**src/rv_pkg.sv**
```systemverilog
// RV32I single-cycle core shared definitions
// Major opcodes, ALU function codes, data path select encodings, reset PC
package rv_pkg;

  localparam int XLEN = 32;

  localparam logic [XLEN-1:0] INITIAL_PC = 32'h0000_0000;

  // --------------------------------------------------------------------------
  // Major opcodes, inst[6:0]
  // --------------------------------------------------------------------------
  localparam logic [6:0] OPCODE_LUI    = 7'b0110111;
  localparam logic [6:0] OPCODE_AUIPC  = 7'b0010111;
  localparam logic [6:0] OPCODE_JAL    = 7'b1101111;
  localparam logic [6:0] OPCODE_JALR   = 7'b1100111;
  localparam logic [6:0] OPCODE_BRANCH = 7'b1100011;
  localparam logic [6:0] OPCODE_LOAD   = 7'b0000011;
  localparam logic [6:0] OPCODE_STORE  = 7'b0100011;
  localparam logic [6:0] OPCODE_OP_IMM = 7'b0010011;
  localparam logic [6:0] OPCODE_OP     = 7'b0110011;

  // --------------------------------------------------------------------------
  // ALU functions
  // --------------------------------------------------------------------------
  typedef enum logic [4:0] {
    ALU_ADD  = 5'd0,
    ALU_SUB  = 5'd1,
    ALU_SLL  = 5'd2,
    ALU_SLT  = 5'd3,
    ALU_SLTU = 5'd4,
    ALU_XOR  = 5'd5,
    ALU_SRL  = 5'd6,
    ALU_SRA  = 5'd7,
    ALU_OR   = 5'd8,
    ALU_AND  = 5'd9,
    // Branch compares, result is 0 or 1
    ALU_SEQ  = 5'd10,
    ALU_SNE  = 5'd11,
    ALU_SGE  = 5'd12,
    ALU_SGEU = 5'd13
  } alu_function_t;

  // --------------------------------------------------------------------------
  // Data path selects
  // --------------------------------------------------------------------------
  typedef enum logic [1:0] {
    NEXT_PC_PLUS_4   = 2'd0,
    NEXT_PC_PLUS_IMM = 2'd1,
    NEXT_PC_ALU      = 2'd2,
    NEXT_PC_ZERO     = 2'd3
  } next_pc_select_t;

  typedef enum logic [2:0] {
    WB_ALU       = 3'd0,
    WB_MEM       = 3'd1,
    WB_PC_PLUS_4 = 3'd2,
    WB_IMM       = 3'd3
  } reg_writeback_select_t;

  typedef enum logic {OPA_RS1 = 1'b0, OPA_PC = 1'b1} alu_operand_a_select_t;

  typedef enum logic {OPB_RS2 = 1'b0, OPB_IMM = 1'b1} alu_operand_b_select_t;

endpackage

```
**src/alu.sv**
```systemverilog
// 32-bit integer ALU
// Arithmetic, logic, shifts and compares, plus a zero flag for branches
`timescale 1ns/1ps

module alu import rv_pkg::*; (
  input  alu_function_t   alu_function,
  input  logic [XLEN-1:0] operand_a,
  input  logic [XLEN-1:0] operand_b,
  output logic [XLEN-1:0] result,
  output logic            result_equal_zero
);

  logic [4:0] shamt;

  // Only the low five bits count for shifts
  assign shamt = operand_b[4:0];

  always_comb begin
    case (alu_function)
      ALU_ADD:  result = operand_a + operand_b;
      ALU_SUB:  result = operand_a - operand_b;
      ALU_SLL:  result = operand_a << shamt;
      ALU_SLT:  result = {{(XLEN-1){1'b0}}, $signed(operand_a) < $signed(operand_b)};
      ALU_SLTU: result = {{(XLEN-1){1'b0}}, operand_a < operand_b};
      ALU_XOR:  result = operand_a ^ operand_b;
      ALU_SRL:  result = operand_a >> shamt;
      ALU_SRA:  result = $unsigned($signed(operand_a) >>> shamt);
      ALU_OR:   result = operand_a | operand_b;
      ALU_AND:  result = operand_a & operand_b;
      ALU_SEQ:  result = {{(XLEN-1){1'b0}}, operand_a == operand_b};
      ALU_SNE:  result = {{(XLEN-1){1'b0}}, operand_a != operand_b};
      ALU_SGE:  result = {{(XLEN-1){1'b0}}, $signed(operand_a) >= $signed(operand_b)};
      ALU_SGEU: result = {{(XLEN-1){1'b0}}, operand_a >= operand_b};
      default:  result = '0;
    endcase
  end

  assign result_equal_zero = (result == '0);

  // Control must only ever issue a defined function code
  always_comb begin
    assert #0 (alu_function inside {ALU_ADD, ALU_SUB, ALU_SLL, ALU_SLT, ALU_SLTU,
                                    ALU_XOR, ALU_SRL, ALU_SRA, ALU_OR, ALU_AND,
                                    ALU_SEQ, ALU_SNE, ALU_SGE, ALU_SGEU})
      else $error("alu: undefined function code %0d", alu_function);
  end

endmodule

```
**src/regfile.sv**
```systemverilog
// Integer register file, 32 x 32
// Two combinational read ports, one write port, x0 reads as zero
`timescale 1ns/1ps

module regfile import rv_pkg::*; (
  input  logic            clock,
  input  logic            write_enable,
  input  logic [4:0]      rd_address,
  input  logic [XLEN-1:0] rd_data,
  input  logic [4:0]      rs1_address,
  output logic [XLEN-1:0] rs1_data,
  input  logic [4:0]      rs2_address,
  output logic [XLEN-1:0] rs2_data
);

  logic [XLEN-1:0] regs [32];

  // Entry 0 is never written
  always_ff @(posedge clock) begin
    if (write_enable && (rd_address != 5'd0)) begin
      regs[rd_address] <= rd_data;
    end
  end

  assign rs1_data = (rs1_address == 5'd0) ? '0 : regs[rs1_address];
  assign rs2_data = (rs2_address == 5'd0) ? '0 : regs[rs2_address];

  // Written value reads back in the next cycle
  // A write aimed at x0 still reads zero
  write_read_back: assert property (
    @(posedge clock) write_enable |=>
      (rs1_address != $past(rd_address)) ||
      (rs1_data == (($past(rd_address) == 5'd0) ? '0 : $past(rd_data))))
    else $error("regfile: read after write returned the wrong value");

endmodule

```
**src/instruction_decoder.sv**
```systemverilog
// RV32I instruction decoder
// Splits out the instruction fields and builds the sign-extended immediate
`timescale 1ns/1ps

module instruction_decoder import rv_pkg::*; (
  input  logic [31:0]     inst,
  output logic [6:0]      inst_opcode,
  output logic [2:0]      inst_funct3,
  output logic [6:0]      inst_funct7,
  output logic [4:0]      inst_rd,
  output logic [4:0]      inst_rs1,
  output logic [4:0]      inst_rs2,
  output logic [XLEN-1:0] immediate
);

  logic [XLEN-1:0] imm_i;
  logic [XLEN-1:0] imm_s;
  logic [XLEN-1:0] imm_b;
  logic [XLEN-1:0] imm_u;
  logic [XLEN-1:0] imm_j;

  // Fixed field positions
  assign inst_opcode = inst[6:0];
  assign inst_rd     = inst[11:7];
  assign inst_funct3 = inst[14:12];
  assign inst_rs1    = inst[19:15];
  assign inst_rs2    = inst[24:20];
  assign inst_funct7 = inst[31:25];

  // --------------------------------------------------------------------------
  // Immediate formats, sign bit is always inst[31]
  // --------------------------------------------------------------------------
  assign imm_i = {{20{inst[31]}}, inst[31:20]};
  assign imm_s = {{20{inst[31]}}, inst[31:25], inst[11:7]};
  assign imm_b = {{19{inst[31]}}, inst[31], inst[7], inst[30:25], inst[11:8], 1'b0};
  assign imm_u = {inst[31:12], 12'b0};
  assign imm_j = {{11{inst[31]}}, inst[31], inst[19:12], inst[20], inst[30:21], 1'b0};

  always_comb begin
    case (inst_opcode)
      OPCODE_JALR,
      OPCODE_LOAD,
      OPCODE_OP_IMM: immediate = imm_i;
      OPCODE_STORE:  immediate = imm_s;
      OPCODE_BRANCH: immediate = imm_b;
      OPCODE_LUI,
      OPCODE_AUIPC:  immediate = imm_u;
      OPCODE_JAL:    immediate = imm_j;
      // R-type and unknown
      default:       immediate = '0;
    endcase
  end

endmodule

```
**src/singlecycle_control.sv**
```systemverilog
// Single-cycle control unit
// Opcode table driving every data path select and write enable
`timescale 1ns/1ps

module singlecycle_control import rv_pkg::*; (
  input  logic                  clock,
  input  logic                  reset,
  input  logic [6:0]            inst_opcode,
  input  logic [2:0]            inst_funct3,
  input  logic [6:0]            inst_funct7,
  input  logic                  alu_result_equal_zero,
  output logic                  pc_write_enable,
  output logic                  regfile_write_enable,
  output logic                  data_mem_write,
  output alu_function_t         alu_function,
  output alu_operand_a_select_t alu_operand_a_select,
  output alu_operand_b_select_t alu_operand_b_select,
  output next_pc_select_t       next_pc_select,
  output reg_writeback_select_t reg_writeback_select
);

  logic            rd_write;
  logic            mem_write;
  logic            is_branch;
  next_pc_select_t base_next_pc;

  // funct3 to ALU function for OP and OP_IMM; alt is funct7 bit 5
  function automatic alu_function_t decode_arith(input logic [2:0] funct3,
                                                 input logic       alt,
                                                 input logic       reg_op);
    alu_function_t f;
    case (funct3)
      3'b000:  f = (alt && reg_op) ? ALU_SUB : ALU_ADD;
      3'b001:  f = ALU_SLL;
      3'b010:  f = ALU_SLT;
      3'b011:  f = ALU_SLTU;
      3'b100:  f = ALU_XOR;
      3'b101:  f = alt ? ALU_SRA : ALU_SRL;
      3'b110:  f = ALU_OR;
      default: f = ALU_AND;
    endcase
    return f;
  endfunction

  // --------------------------------------------------------------------------
  // Opcode table
  // --------------------------------------------------------------------------
  always_comb begin
    rd_write             = 1'b0;
    mem_write            = 1'b0;
    is_branch            = 1'b0;
    alu_function         = ALU_ADD;
    alu_operand_a_select = OPA_RS1;
    alu_operand_b_select = OPB_IMM;
    base_next_pc         = NEXT_PC_PLUS_4;
    reg_writeback_select = WB_ALU;
    case (inst_opcode)
      OPCODE_LUI: begin
        rd_write             = 1'b1;
        reg_writeback_select = WB_IMM;
      end
      OPCODE_AUIPC: begin
        rd_write             = 1'b1;
        alu_operand_a_select = OPA_PC;
      end
      OPCODE_JAL: begin
        rd_write             = 1'b1;
        base_next_pc         = NEXT_PC_PLUS_IMM;
        reg_writeback_select = WB_PC_PLUS_4;
      end
      OPCODE_JALR: begin
        rd_write             = 1'b1;
        base_next_pc         = NEXT_PC_ALU;
        reg_writeback_select = WB_PC_PLUS_4;
      end
      OPCODE_BRANCH: begin
        // Compare result is zero exactly when the branch is taken
        alu_operand_b_select = OPB_RS2;
        is_branch            = 1'b1;
        case (inst_funct3)
          3'b000:  alu_function = ALU_SNE;
          3'b001:  alu_function = ALU_SEQ;
          3'b100:  alu_function = ALU_SGE;
          3'b101:  alu_function = ALU_SLT;
          3'b110:  alu_function = ALU_SGEU;
          3'b111:  alu_function = ALU_SLTU;
          default: is_branch    = 1'b0;
        endcase
      end
      OPCODE_LOAD: begin
        // Word loads only
        rd_write             = (inst_funct3 == 3'b010);
        reg_writeback_select = WB_MEM;
      end
      OPCODE_STORE: begin
        mem_write = (inst_funct3 == 3'b010);
      end
      OPCODE_OP_IMM: begin
        rd_write     = 1'b1;
        alu_function = decode_arith(inst_funct3, inst_funct7[5], 1'b0);
      end
      OPCODE_OP: begin
        rd_write             = 1'b1;
        alu_operand_b_select = OPB_RS2;
        alu_function         = decode_arith(inst_funct3, inst_funct7[5], 1'b1);
      end
      default: ;
    endcase
  end

  // Branch decision kept apart from the table since it depends on the ALU
  always_comb begin
    if (is_branch && alu_result_equal_zero) begin
      next_pc_select = NEXT_PC_PLUS_IMM;
    end else begin
      next_pc_select = base_next_pc;
    end
  end

  assign pc_write_enable      = !reset;
  assign regfile_write_enable = rd_write && !reset;
  assign data_mem_write       = mem_write && !reset;

  no_store_with_writeback: assert property (
    @(posedge clock) !(data_mem_write && regfile_write_enable))
    else $error("control: store and register write in the same cycle");

endmodule

```
**src/singlecycle_datapath.sv**
```systemverilog
// Single-cycle data path
// PC register, operand and writeback selection, next-PC logic,
// ALU, register file and decoder
`timescale 1ns/1ps

module singlecycle_datapath import rv_pkg::*; (
  input  logic                  clock,
  input  logic                  reset,
  input  logic                  pc_write_enable,
  input  logic                  regfile_write_enable,
  input  alu_function_t         alu_function,
  input  alu_operand_a_select_t alu_operand_a_select,
  input  alu_operand_b_select_t alu_operand_b_select,
  input  next_pc_select_t       next_pc_select,
  input  reg_writeback_select_t reg_writeback_select,
  input  logic [31:0]           inst,
  input  logic [XLEN-1:0]       data_mem_read_data,
  output logic [XLEN-1:0]       data_mem_address,
  output logic [XLEN-1:0]       data_mem_write_data,
  output logic                  alu_result_equal_zero,
  output logic [2:0]            inst_funct3,
  output logic [6:0]            inst_funct7,
  output logic [6:0]            inst_opcode,
  output logic [XLEN-1:0]       pc
);

  logic [4:0]      inst_rd;
  logic [4:0]      inst_rs1;
  logic [4:0]      inst_rs2;
  logic [XLEN-1:0] immediate;
  logic [XLEN-1:0] rs1_data;
  logic [XLEN-1:0] rs2_data;
  logic [XLEN-1:0] operand_a;
  logic [XLEN-1:0] operand_b;
  logic [XLEN-1:0] alu_result;
  logic [XLEN-1:0] pc_plus_4;
  logic [XLEN-1:0] pc_plus_immediate;
  logic [XLEN-1:0] next_pc;
  logic [XLEN-1:0] writeback_data;

  // --------------------------------------------------------------------------
  // Program counter
  // --------------------------------------------------------------------------
  always_ff @(posedge clock) begin
    if (reset) begin
      pc <= INITIAL_PC;
    end else if (pc_write_enable) begin
      pc <= next_pc;
    end
  end

  assign pc_plus_4         = pc + 32'd4;
  assign pc_plus_immediate = pc + immediate;

  always_comb begin
    case (next_pc_select)
      NEXT_PC_PLUS_4:   next_pc = pc_plus_4;
      NEXT_PC_PLUS_IMM: next_pc = pc_plus_immediate;
      // JALR target, bit 0 dropped
      NEXT_PC_ALU:      next_pc = {alu_result[XLEN-1:1], 1'b0};
      NEXT_PC_ZERO:     next_pc = '0;
      default:          next_pc = pc_plus_4;
    endcase
  end

  // --------------------------------------------------------------------------
  // Decode, register file, ALU
  // --------------------------------------------------------------------------
  instruction_decoder idec (
    .inst        (inst),
    .inst_opcode (inst_opcode),
    .inst_funct3 (inst_funct3),
    .inst_funct7 (inst_funct7),
    .inst_rd     (inst_rd),
    .inst_rs1    (inst_rs1),
    .inst_rs2    (inst_rs2),
    .immediate   (immediate)
  );

  regfile regs (
    .clock        (clock),
    .write_enable (regfile_write_enable),
    .rd_address   (inst_rd),
    .rd_data      (writeback_data),
    .rs1_address  (inst_rs1),
    .rs1_data     (rs1_data),
    .rs2_address  (inst_rs2),
    .rs2_data     (rs2_data)
  );

  assign operand_a = (alu_operand_a_select == OPA_PC) ? pc : rs1_data;
  assign operand_b = (alu_operand_b_select == OPB_IMM) ? immediate : rs2_data;

  alu alu_core (
    .alu_function      (alu_function),
    .operand_a         (operand_a),
    .operand_b         (operand_b),
    .result            (alu_result),
    .result_equal_zero (alu_result_equal_zero)
  );

  // Writeback source
  always_comb begin
    case (reg_writeback_select)
      WB_ALU:       writeback_data = alu_result;
      WB_MEM:       writeback_data = data_mem_read_data;
      WB_PC_PLUS_4: writeback_data = pc_plus_4;
      WB_IMM:       writeback_data = immediate;
      default:      writeback_data = '0;
    endcase
  end

  assign data_mem_address    = alu_result;
  assign data_mem_write_data = rs2_data;

  // Jump and branch targets must keep the PC on a word boundary
  pc_word_aligned: assert property (@(posedge clock) disable iff (reset) pc[1:0] == 2'b00)
    else $error("datapath: misaligned PC %h", pc);

endmodule

```
**src/singlecycle_cpu.sv**
```systemverilog
// RV32I single-cycle CPU top level
// Control unit and data path wired to the instruction and data memory ports
`timescale 1ns/1ps

module singlecycle_cpu import rv_pkg::*; (
  input  logic            clock,
  input  logic            reset,
  output logic [XLEN-1:0] inst_address,
  input  logic [31:0]     inst,
  output logic [XLEN-1:0] data_mem_address,
  output logic [XLEN-1:0] data_mem_write_data,
  output logic            data_mem_write,
  input  logic [XLEN-1:0] data_mem_read_data
);

  logic                  pc_write_enable;
  logic                  regfile_write_enable;
  logic                  alu_result_equal_zero;
  logic [6:0]            inst_opcode;
  logic [2:0]            inst_funct3;
  logic [6:0]            inst_funct7;
  alu_function_t         alu_function;
  alu_operand_a_select_t alu_operand_a_select;
  alu_operand_b_select_t alu_operand_b_select;
  next_pc_select_t       next_pc_select;
  reg_writeback_select_t reg_writeback_select;

  singlecycle_control control (
    .clock                 (clock),
    .reset                 (reset),
    .inst_opcode           (inst_opcode),
    .inst_funct3           (inst_funct3),
    .inst_funct7           (inst_funct7),
    .alu_result_equal_zero (alu_result_equal_zero),
    .pc_write_enable       (pc_write_enable),
    .regfile_write_enable  (regfile_write_enable),
    .data_mem_write        (data_mem_write),
    .alu_function          (alu_function),
    .alu_operand_a_select  (alu_operand_a_select),
    .alu_operand_b_select  (alu_operand_b_select),
    .next_pc_select        (next_pc_select),
    .reg_writeback_select  (reg_writeback_select)
  );

  // PC doubles as the instruction fetch address
  singlecycle_datapath datapath (
    .clock                 (clock),
    .reset                 (reset),
    .pc_write_enable       (pc_write_enable),
    .regfile_write_enable  (regfile_write_enable),
    .alu_function          (alu_function),
    .alu_operand_a_select  (alu_operand_a_select),
    .alu_operand_b_select  (alu_operand_b_select),
    .next_pc_select        (next_pc_select),
    .reg_writeback_select  (reg_writeback_select),
    .inst                  (inst),
    .data_mem_read_data    (data_mem_read_data),
    .data_mem_address      (data_mem_address),
    .data_mem_write_data   (data_mem_write_data),
    .alu_result_equal_zero (alu_result_equal_zero),
    .inst_funct3           (inst_funct3),
    .inst_funct7           (inst_funct7),
    .inst_opcode           (inst_opcode),
    .pc                    (inst_address)
  );

endmodule

```
**config.mk**
```make
export PLATFORM = sky130hd
export DESIGN_NAME = singlecycle_cpu
export DESIGN_NICKNAME = d
export VERILOG_FILES = /design/src/rv_pkg.sv /design/src/alu.sv /design/src/regfile.sv /design/src/instruction_decoder.sv /design/src/singlecycle_control.sv /design/src/singlecycle_datapath.sv /design/src/singlecycle_cpu.sv
export SDC_FILE = /design/constraint.sdc
export NUM_CORES = 2
export LEC_CHECK = 0
export ABC_AREA = 1
export BUFFER_PORTS_ARGS = -buffer_cell sky130_fd_sc_hd__buf_2
export CAP_MARGIN = 20
export CORE_ASPECT_RATIO = 1.1
export CORE_MARGIN = 2
export CORE_UTILIZATION = 50
export DETAILED_ROUTE_END_ITERATION = 8
export HOLD_SLACK_MARGIN = 0.12
export PLACE_DENSITY = 0.7
export SYNTH_ARGS = -nofsm -noshare
export SYNTH_HDL_FRONTEND = slang
export SYNTH_SLANG_ARGS = --single-unit
```
**constraint.sdc**
```tcl
create_clock -name clock -period 8.3 [get_ports clock]
set_clock_uncertainty 0.05 [all_clocks]
set_input_delay 1.245 -clock clock [delete_from_list [all_inputs] [get_ports clock]]
set_output_delay 1.245 -clock clock [all_outputs]
set_load 0.02 [all_outputs]
```
# After elaboration in Yosys (flattened, before gate mapping)

Memory sizes are Yosys's and may differ from the RTL's.
Cells that the tools add are included.

Bits in writable memories: 1024
Memories kept: 1
Output and inout port bits: 97
Memory bits (read-only): 0
Logic and storage cells: 96
Bits in latches: 0
Input port bits: 66
Register bits after elaboration: 32

Equality and inequality tests: 37
Reduce and logical (&&, ||, !) cells: 19
Multiply operators: 0
$lt $le $gt $ge: 4
Add/subtract/negate cells: 4
Divide/modulo/power cells: 0
Bitwise logic cells: 3
Shift-type cells: 3
Mux-type cells: 24

Memory list:

| memory             | depth | width | rd ports | clocked after Yosys merged registers in | write ports | line          | source |
|---|---|---|---|---|---|---|---|
| datapath.regs.regs | 32    | 32    | 2        | 0                                       | 1           | regfile.sv:16 | `logic [XLEN-1:0] regs [32];` |

Operator list:

| cell                                                 | number |
|---|---|
| one-hot mux 32 bit (14 select lines)                 | 1 |
| one-hot mux 32 bit (4 select lines)                  | 2 |
| one-hot mux 32 bit (5 select lines)                  | 1 |
| 2-to-1 mux 32 bit                                    | 4 |
| one-hot mux 5 bit (7 select lines)                   | 2 |
| adder 32 bit                                         | 2 |
| >= comparator 32 bit                                 | 2 |
| < comparator 32 bit                                  | 2 |
| adder 32 x 3 -> 32 bit (second input constant)       | 1 |
| AND 32 bit                                           | 1 |
| equality test 32 bit                                 | 1 |
| zero test 32 bit                                     | 1 |
| != test 32 bit                                       | 1 |
| OR 32 bit                                            | 1 |
| << shifter 32 x 5 -> 32 bit                          | 1 |
| >> shifter 32 x 5 -> 32 bit                          | 1 |
| >>> shifter 32 x 5 -> 32 bit                         | 1 |
| subtractor 32 bit                                    | 1 |
| bitwise XOR 32 bit                                   | 1 |
| equality test 5 x 4 -> 1 bit (second input constant) | 6 |
| one-hot mux 4 bit (6 select lines)                   | 1 |
| equality test 7 x 6 -> 1 bit (second input constant) | 3 |
| equality test 7 bit (second input constant)          | 3 |
| equality test 5 x 3 -> 1 bit (second input constant) | 4 |
| other kinds (24)                                     | 50 |

# Logic depth before layout (Yosys ltp)

Word-level depth: 11
Mapped depth: 40
Gate-level depth less buffers: 38

# By module

Synthesis repeated with hierarchy kept, for this count alone.

Cell total of the unflattened synthesis: 9516
Area total of the unflattened synthesis: 69784.4 um2

Modules (own cells, without submodules):

| module               | area each (um2) | times used | sequential area each (um2) | cells an instance |
|---|---|---|---|---|
| regfile              | 51687.1         | 1          | 30749.5                    | 5972 |
| alu                  | 10810.4         | 1          | 0.0                        | 2241 |
| singlecycle_datapath | 5921.9          | 1          | 640.6                      | 1033 |
| instruction_decoder  | 999.7           | 1          | 0.0                        | 195 |
| singlecycle_control  | 365.4           | 1          | 0.0                        | 75 |

# Least setup slack after synthesis

Ideal clock, no wire load.

Kind: input port to output port
Start: in inst[20]
End: out data_mem_address[29]
Stages: 29
Path slack: 1.510 ns
Buffers on the path: 7
Data required time: 7.005 ns
Arrival: 5.495 ns
Path through: inv_2 -> buf_4 -> buf_2 -> clkbuf_1 -> buf_2 -> buf_2 -> clkbuf_1 -> a21oi_1 -> o21ai_0 -> nand3_1 -> nand3_1 -> nand3_1 -> nand2_1 -> o21ai_0 -> ha_1 -> clkbuf_1 -> nand2_1 -> nor2_1 -> nand4_1 -> o21ai_0 -> a21oi_1 -> o21bai_1 -> nand3_1 -> nand2_1 -> nand2_1 -> nand2_1 -> nor2_1 -> a21oi_1 -> nand4_1

Longest elaborated chain between the ends: 5
Elaborated cells between the ends (all ways): 14
Those cells by class: add/sub (2); shift (3); mux (4); bitwise (3); reduce/logical (1); memory (1)

Ends and longest elaborated chain:

| element                                                        | line                       | source |
|---|---|---|
| start: declaration                                             | singlecycle_cpu.sv:9       | `input logic [31:0] inst,` |
| memory (32 x 32 bit) / zero test 5 bit (equally long branches) | n/a                        |  |
| 2-to-1 mux 32 bit                                              | regfile.sv:26              | `assign rs2_data = (rs2_address == 5'd0) ? '0 : regs[rs2_address];` |
| 2-to-1 mux 32 bit (*)                                          | singlecycle_datapath.sv:92 | `assign operand_b = (alu_operand_b_select == OPB_IMM) ? immediate : rs2_data;` |
| subtractor 32 bit, or another cell as far along                | alu.sv:21                  | `ALU_SUB: result = operand_a - operand_b;` |
| one-hot mux 32 bit (14 select lines) (*)                       | alu.sv:19                  | `case (alu_function)` |
| end: declaration                                               | singlecycle_cpu.sv:10      | `output logic [XLEN-1:0] data_mem_address,` |

Mark *: on every way between the ends. The rest lies on a longest branch, timed or not.

# Worst setup path in the final report

Start: in inst[15]
End: out data_mem_address[20]

Longest elaborated chain between the ends: 5
Elaborated cells between the ends (all ways): 15
Those cells by class: add/sub (2); shift (3); mux (5); bitwise (3); reduce/logical (1); memory (1)

Ends and longest elaborated chain:

| element                                                        | line                       | source |
|---|---|---|
| memory (32 x 32 bit) / zero test 5 bit (equally long branches) | n/a                        |  |
| 2-to-1 mux 32 bit                                              | regfile.sv:25              | `assign rs1_data = (rs1_address == 5'd0) ? '0 : regs[rs1_address];` |
| 2-to-1 mux 32 bit                                              | singlecycle_datapath.sv:91 | `assign operand_a = (alu_operand_a_select == OPA_PC) ? pc : rs1_data;` |
| subtractor 32 bit, or another cell as far along                | alu.sv:21                  |  |
| one-hot mux 32 bit (14 select lines) (*)                       | alu.sv:19                  |  |

Marked as above.

==> out/results.tsv <==
metric	value	unit
grt_max_degree	129	
die_y	384	um
yosysSeqAreaShare	47.8	%
power.share.clock	36.5	%
synth.distinct_cells	59	
dp_slack	-0.0320	ns
rsz0062_at_grt	yes	
antenna_left	0	
grt_use_total	44.0	%
clock_path_buffers	3	
cp_max_fo	92	
end_kind	primary output	
swShare	30.6	%
drv_slew	0	
cp_data_arrival_time	6.96	ns
seqPwrFrac	43.2	%
cts_root_buf	clkbuf_16	
highest_layer	met5	
die_width	350	um
gp_congestion	1.13	
cp.required	7.01	ns
max_freq	0.121	GHz
ctsHtreeMaxLevel	3	
synth_most_common_cell	nand2_1	
async_flop_share	0	%
dp_hpwl	197000	um
synth_top_area_share	46.8	%
grt_pass1_wl	429000	um
drive_above_1_share	9.55	%
hold_violations	0	
yosysWarningCount	0	
die_area	134000	um^2
worst_slack	0.0418	ns
setup_viol	0	
hold_class	reg -> reg	
met1_length	103000	um
drtIter0Drc	10400	
ys_top_cells_by_area	edfxtp_1 47%, nand2_1 12%, nand3_1 8.3%	
nets	8619	
core_area	130000	um^2
fin_cells	10200	
clk_pin_slew	0.07	ns
num_vias	66900	
layout_min_cycle_time	8.26	ns
maxCapViolations	0	
postCtsHoldBufs	0	
hold_slack	0.537	ns
synth_common_cells	2051 x nand2_1, 1092 x nand3_1, 1082 x nor2_1	
worst_pin_slew	1.05	ns
cts_tree	yes	
pin_count	163	
syn_inst	8333	
avgSynthCellArea	7.88	um^2
maxSlewHeadroom	29.7	%
grt.overflow.total	0	
synthFlopType	edfxtp_1	
insertion_delay	0.77	ns
comb_power_share	20.3	%
yosys.area.top_type	edfxtp_1	
synth-edff-count	1024	
finalWirelength	303000	um
wl_per_cell	29.7	um
grt_pass1_vias	62000	
vdd_ir_drop_max	0.183	mV
placed_cells	9989	
status	completed	
drc	0	
cts.sinks	1056	
cts_buffers	110	
setup_tns	0	ns
viasPerCell	6.56	
power_density	194	nW/um^2
p_leak	0.0295	uW
port_buffers	162	
startpoint_type	input port	
antenna_found_initial	9	
netlist_area	65700	um^2
finalCritPeriodShare	99.5	%
ys_ff_latch	1056	
wl_met2	130000	um
total_power	14300	uW
path_class	in -> out	
initial_utilization	50.4	%
p_int	9900	uW
routed-wl-met3	41200	um
r2r_slack	2.36	ns
first_pass_iters	9	
synthToLayoutAreaGrowth	11.9	%
num_rows	139	
switchingPower	4370	uW
==> timing repair <==
item,in CTS,in global routing
pin swaps,0,1
endpoints found under the setup margin,1,6
buffers inserted,0,2
gates resized for setup,1,4
==> state kept, by name (all words and copies together) (netlist names) <==
| name | cells |
|---|---|
| datapath.pc | 32 |
| datapath.regs.regs | 1024 |
==> final timing paths <==
| path | from | endpoint | cells after the start |
|---|---|---|---|
| setup / recovery | inst[15] | data_mem_address[20] | 24 |
| hold reg to reg | datapath.pc[0]$_SDFFE_PP0P_ | datapath.pc[0]$_SDFFE_PP0P_ | 2 |
| hold / removal | datapath.pc[0]$_SDFFE_PP0P_ | datapath.pc[0]$_SDFFE_PP0P_ | 2 |
| setup reg to reg | datapath.regs.regs[26][4]$_DFFE_PP_ | datapath.regs.regs[22][23]$_DFFE_PP_ | 28 |
==> cell families after synthesis <==
group / synth area share (%)
and+or+nand+nor: 27.9
AOI/OAI and AO/OA: 13.9
buffers and inverters: 6.85
DFF: 47.8
adders and majority gates: 2.70
xor gates and xnor gates: 0.853
other: 0.00571
==> critical path, cell delays in order <==
cell	delay (ns)
buf_8	0.40
buf_12	0.41
buf_12	0.43
nor2_1	0.11
nor2_1	0.10
nand2_1	0.07
nand3_1	0.08
nand3_1	0.10
nand2_1	0.10
nand3_1	0.31
nand2_1	0.28
ha_1	0.39
nor2_1	0.21
inv_1	0.13
nor4_1	0.53
nand4_1	0.27
nand3_1	0.30
a21oi_1	0.12
nor3_1	0.39
buf_4	0.24
nand2_1	0.06
inv_1	0.05
nand3_1	0.23
buf_2	0.26
==> cell usage in the layout, fill, tap and decap left out, drive strengths merged, types with 7 or more instances in the layout <==
master / netlist / layout
nand4: 47 / 47
nand2: 2064 / 2064
o211ai: 89 / 89
o22ai: 28 / 28
clkinv: 4 / 51
a21oi: 378 / 378
nor4: 15 / 15
xnor2: 15 / 15
bufinv: 0 / 18
o21ai: 896 / 896
o21a: 8 / 8
and3: 7 / 7
buf: 305 / 494
conb: 1 / 32
edfxtp: 1024 / 1024
ha: 137 / 137
a22oi: 8 / 8
o2111ai: 15 / 15
a221oi: 9 / 9
xor2: 49 / 49
dfxtp: 32 / 32
nand3: 1100 / 1100
a31oi: 8 / 8
inv: 503 / 504
nor2: 1104 / 1104
clkbuf: 253 / 131
nor3: 39 / 39
o221ai: 140 / 140
o21bai: 10 / 10
or2: 7 / 7
==> cell type report <==
cell class              count  area [um^2]
diodes                      6         15.0
clock buffers             130         2850
clock inverters            70          880
fillers                 11800        56900
inverters                 507         1940
multi-input cells        6243        30300
flip-flops and latches   1056        31400
well taps                1692         2120
repair buffers            495         4040
==> routing by layer <==
metal | vias up | GRT usage [%]
met4 | 6 | 34.0
li1 | 28800 | -
met1 | 31300 | 53.7
met5 | - | 0
met3 | 1375 | 11.3
met2 | 5372 | 66.9
==> power by group through the flow <==
stage	Combinational, uW	Clock [uW]	Sequential (uW)
3_3_place_gp	2740	0	6270
3_5_place_dp	2760	0	6270
5_1_grt	3040	5400	6160
6_report	2900	5200	6160
4_1_cts	2770	5200	6160
2_1_floorplan	1520	0	6290
==> metrics by stage <==
stage	area, um^2	utilization [%]
finish	73500	56.4
global route	73500	56.4
CTS	73400	56.3
detailed placement	69700	53.4
global placement	69600	53.4
floorplan	65800	-
No activity file was read; power rests on OpenSTA's default activity.
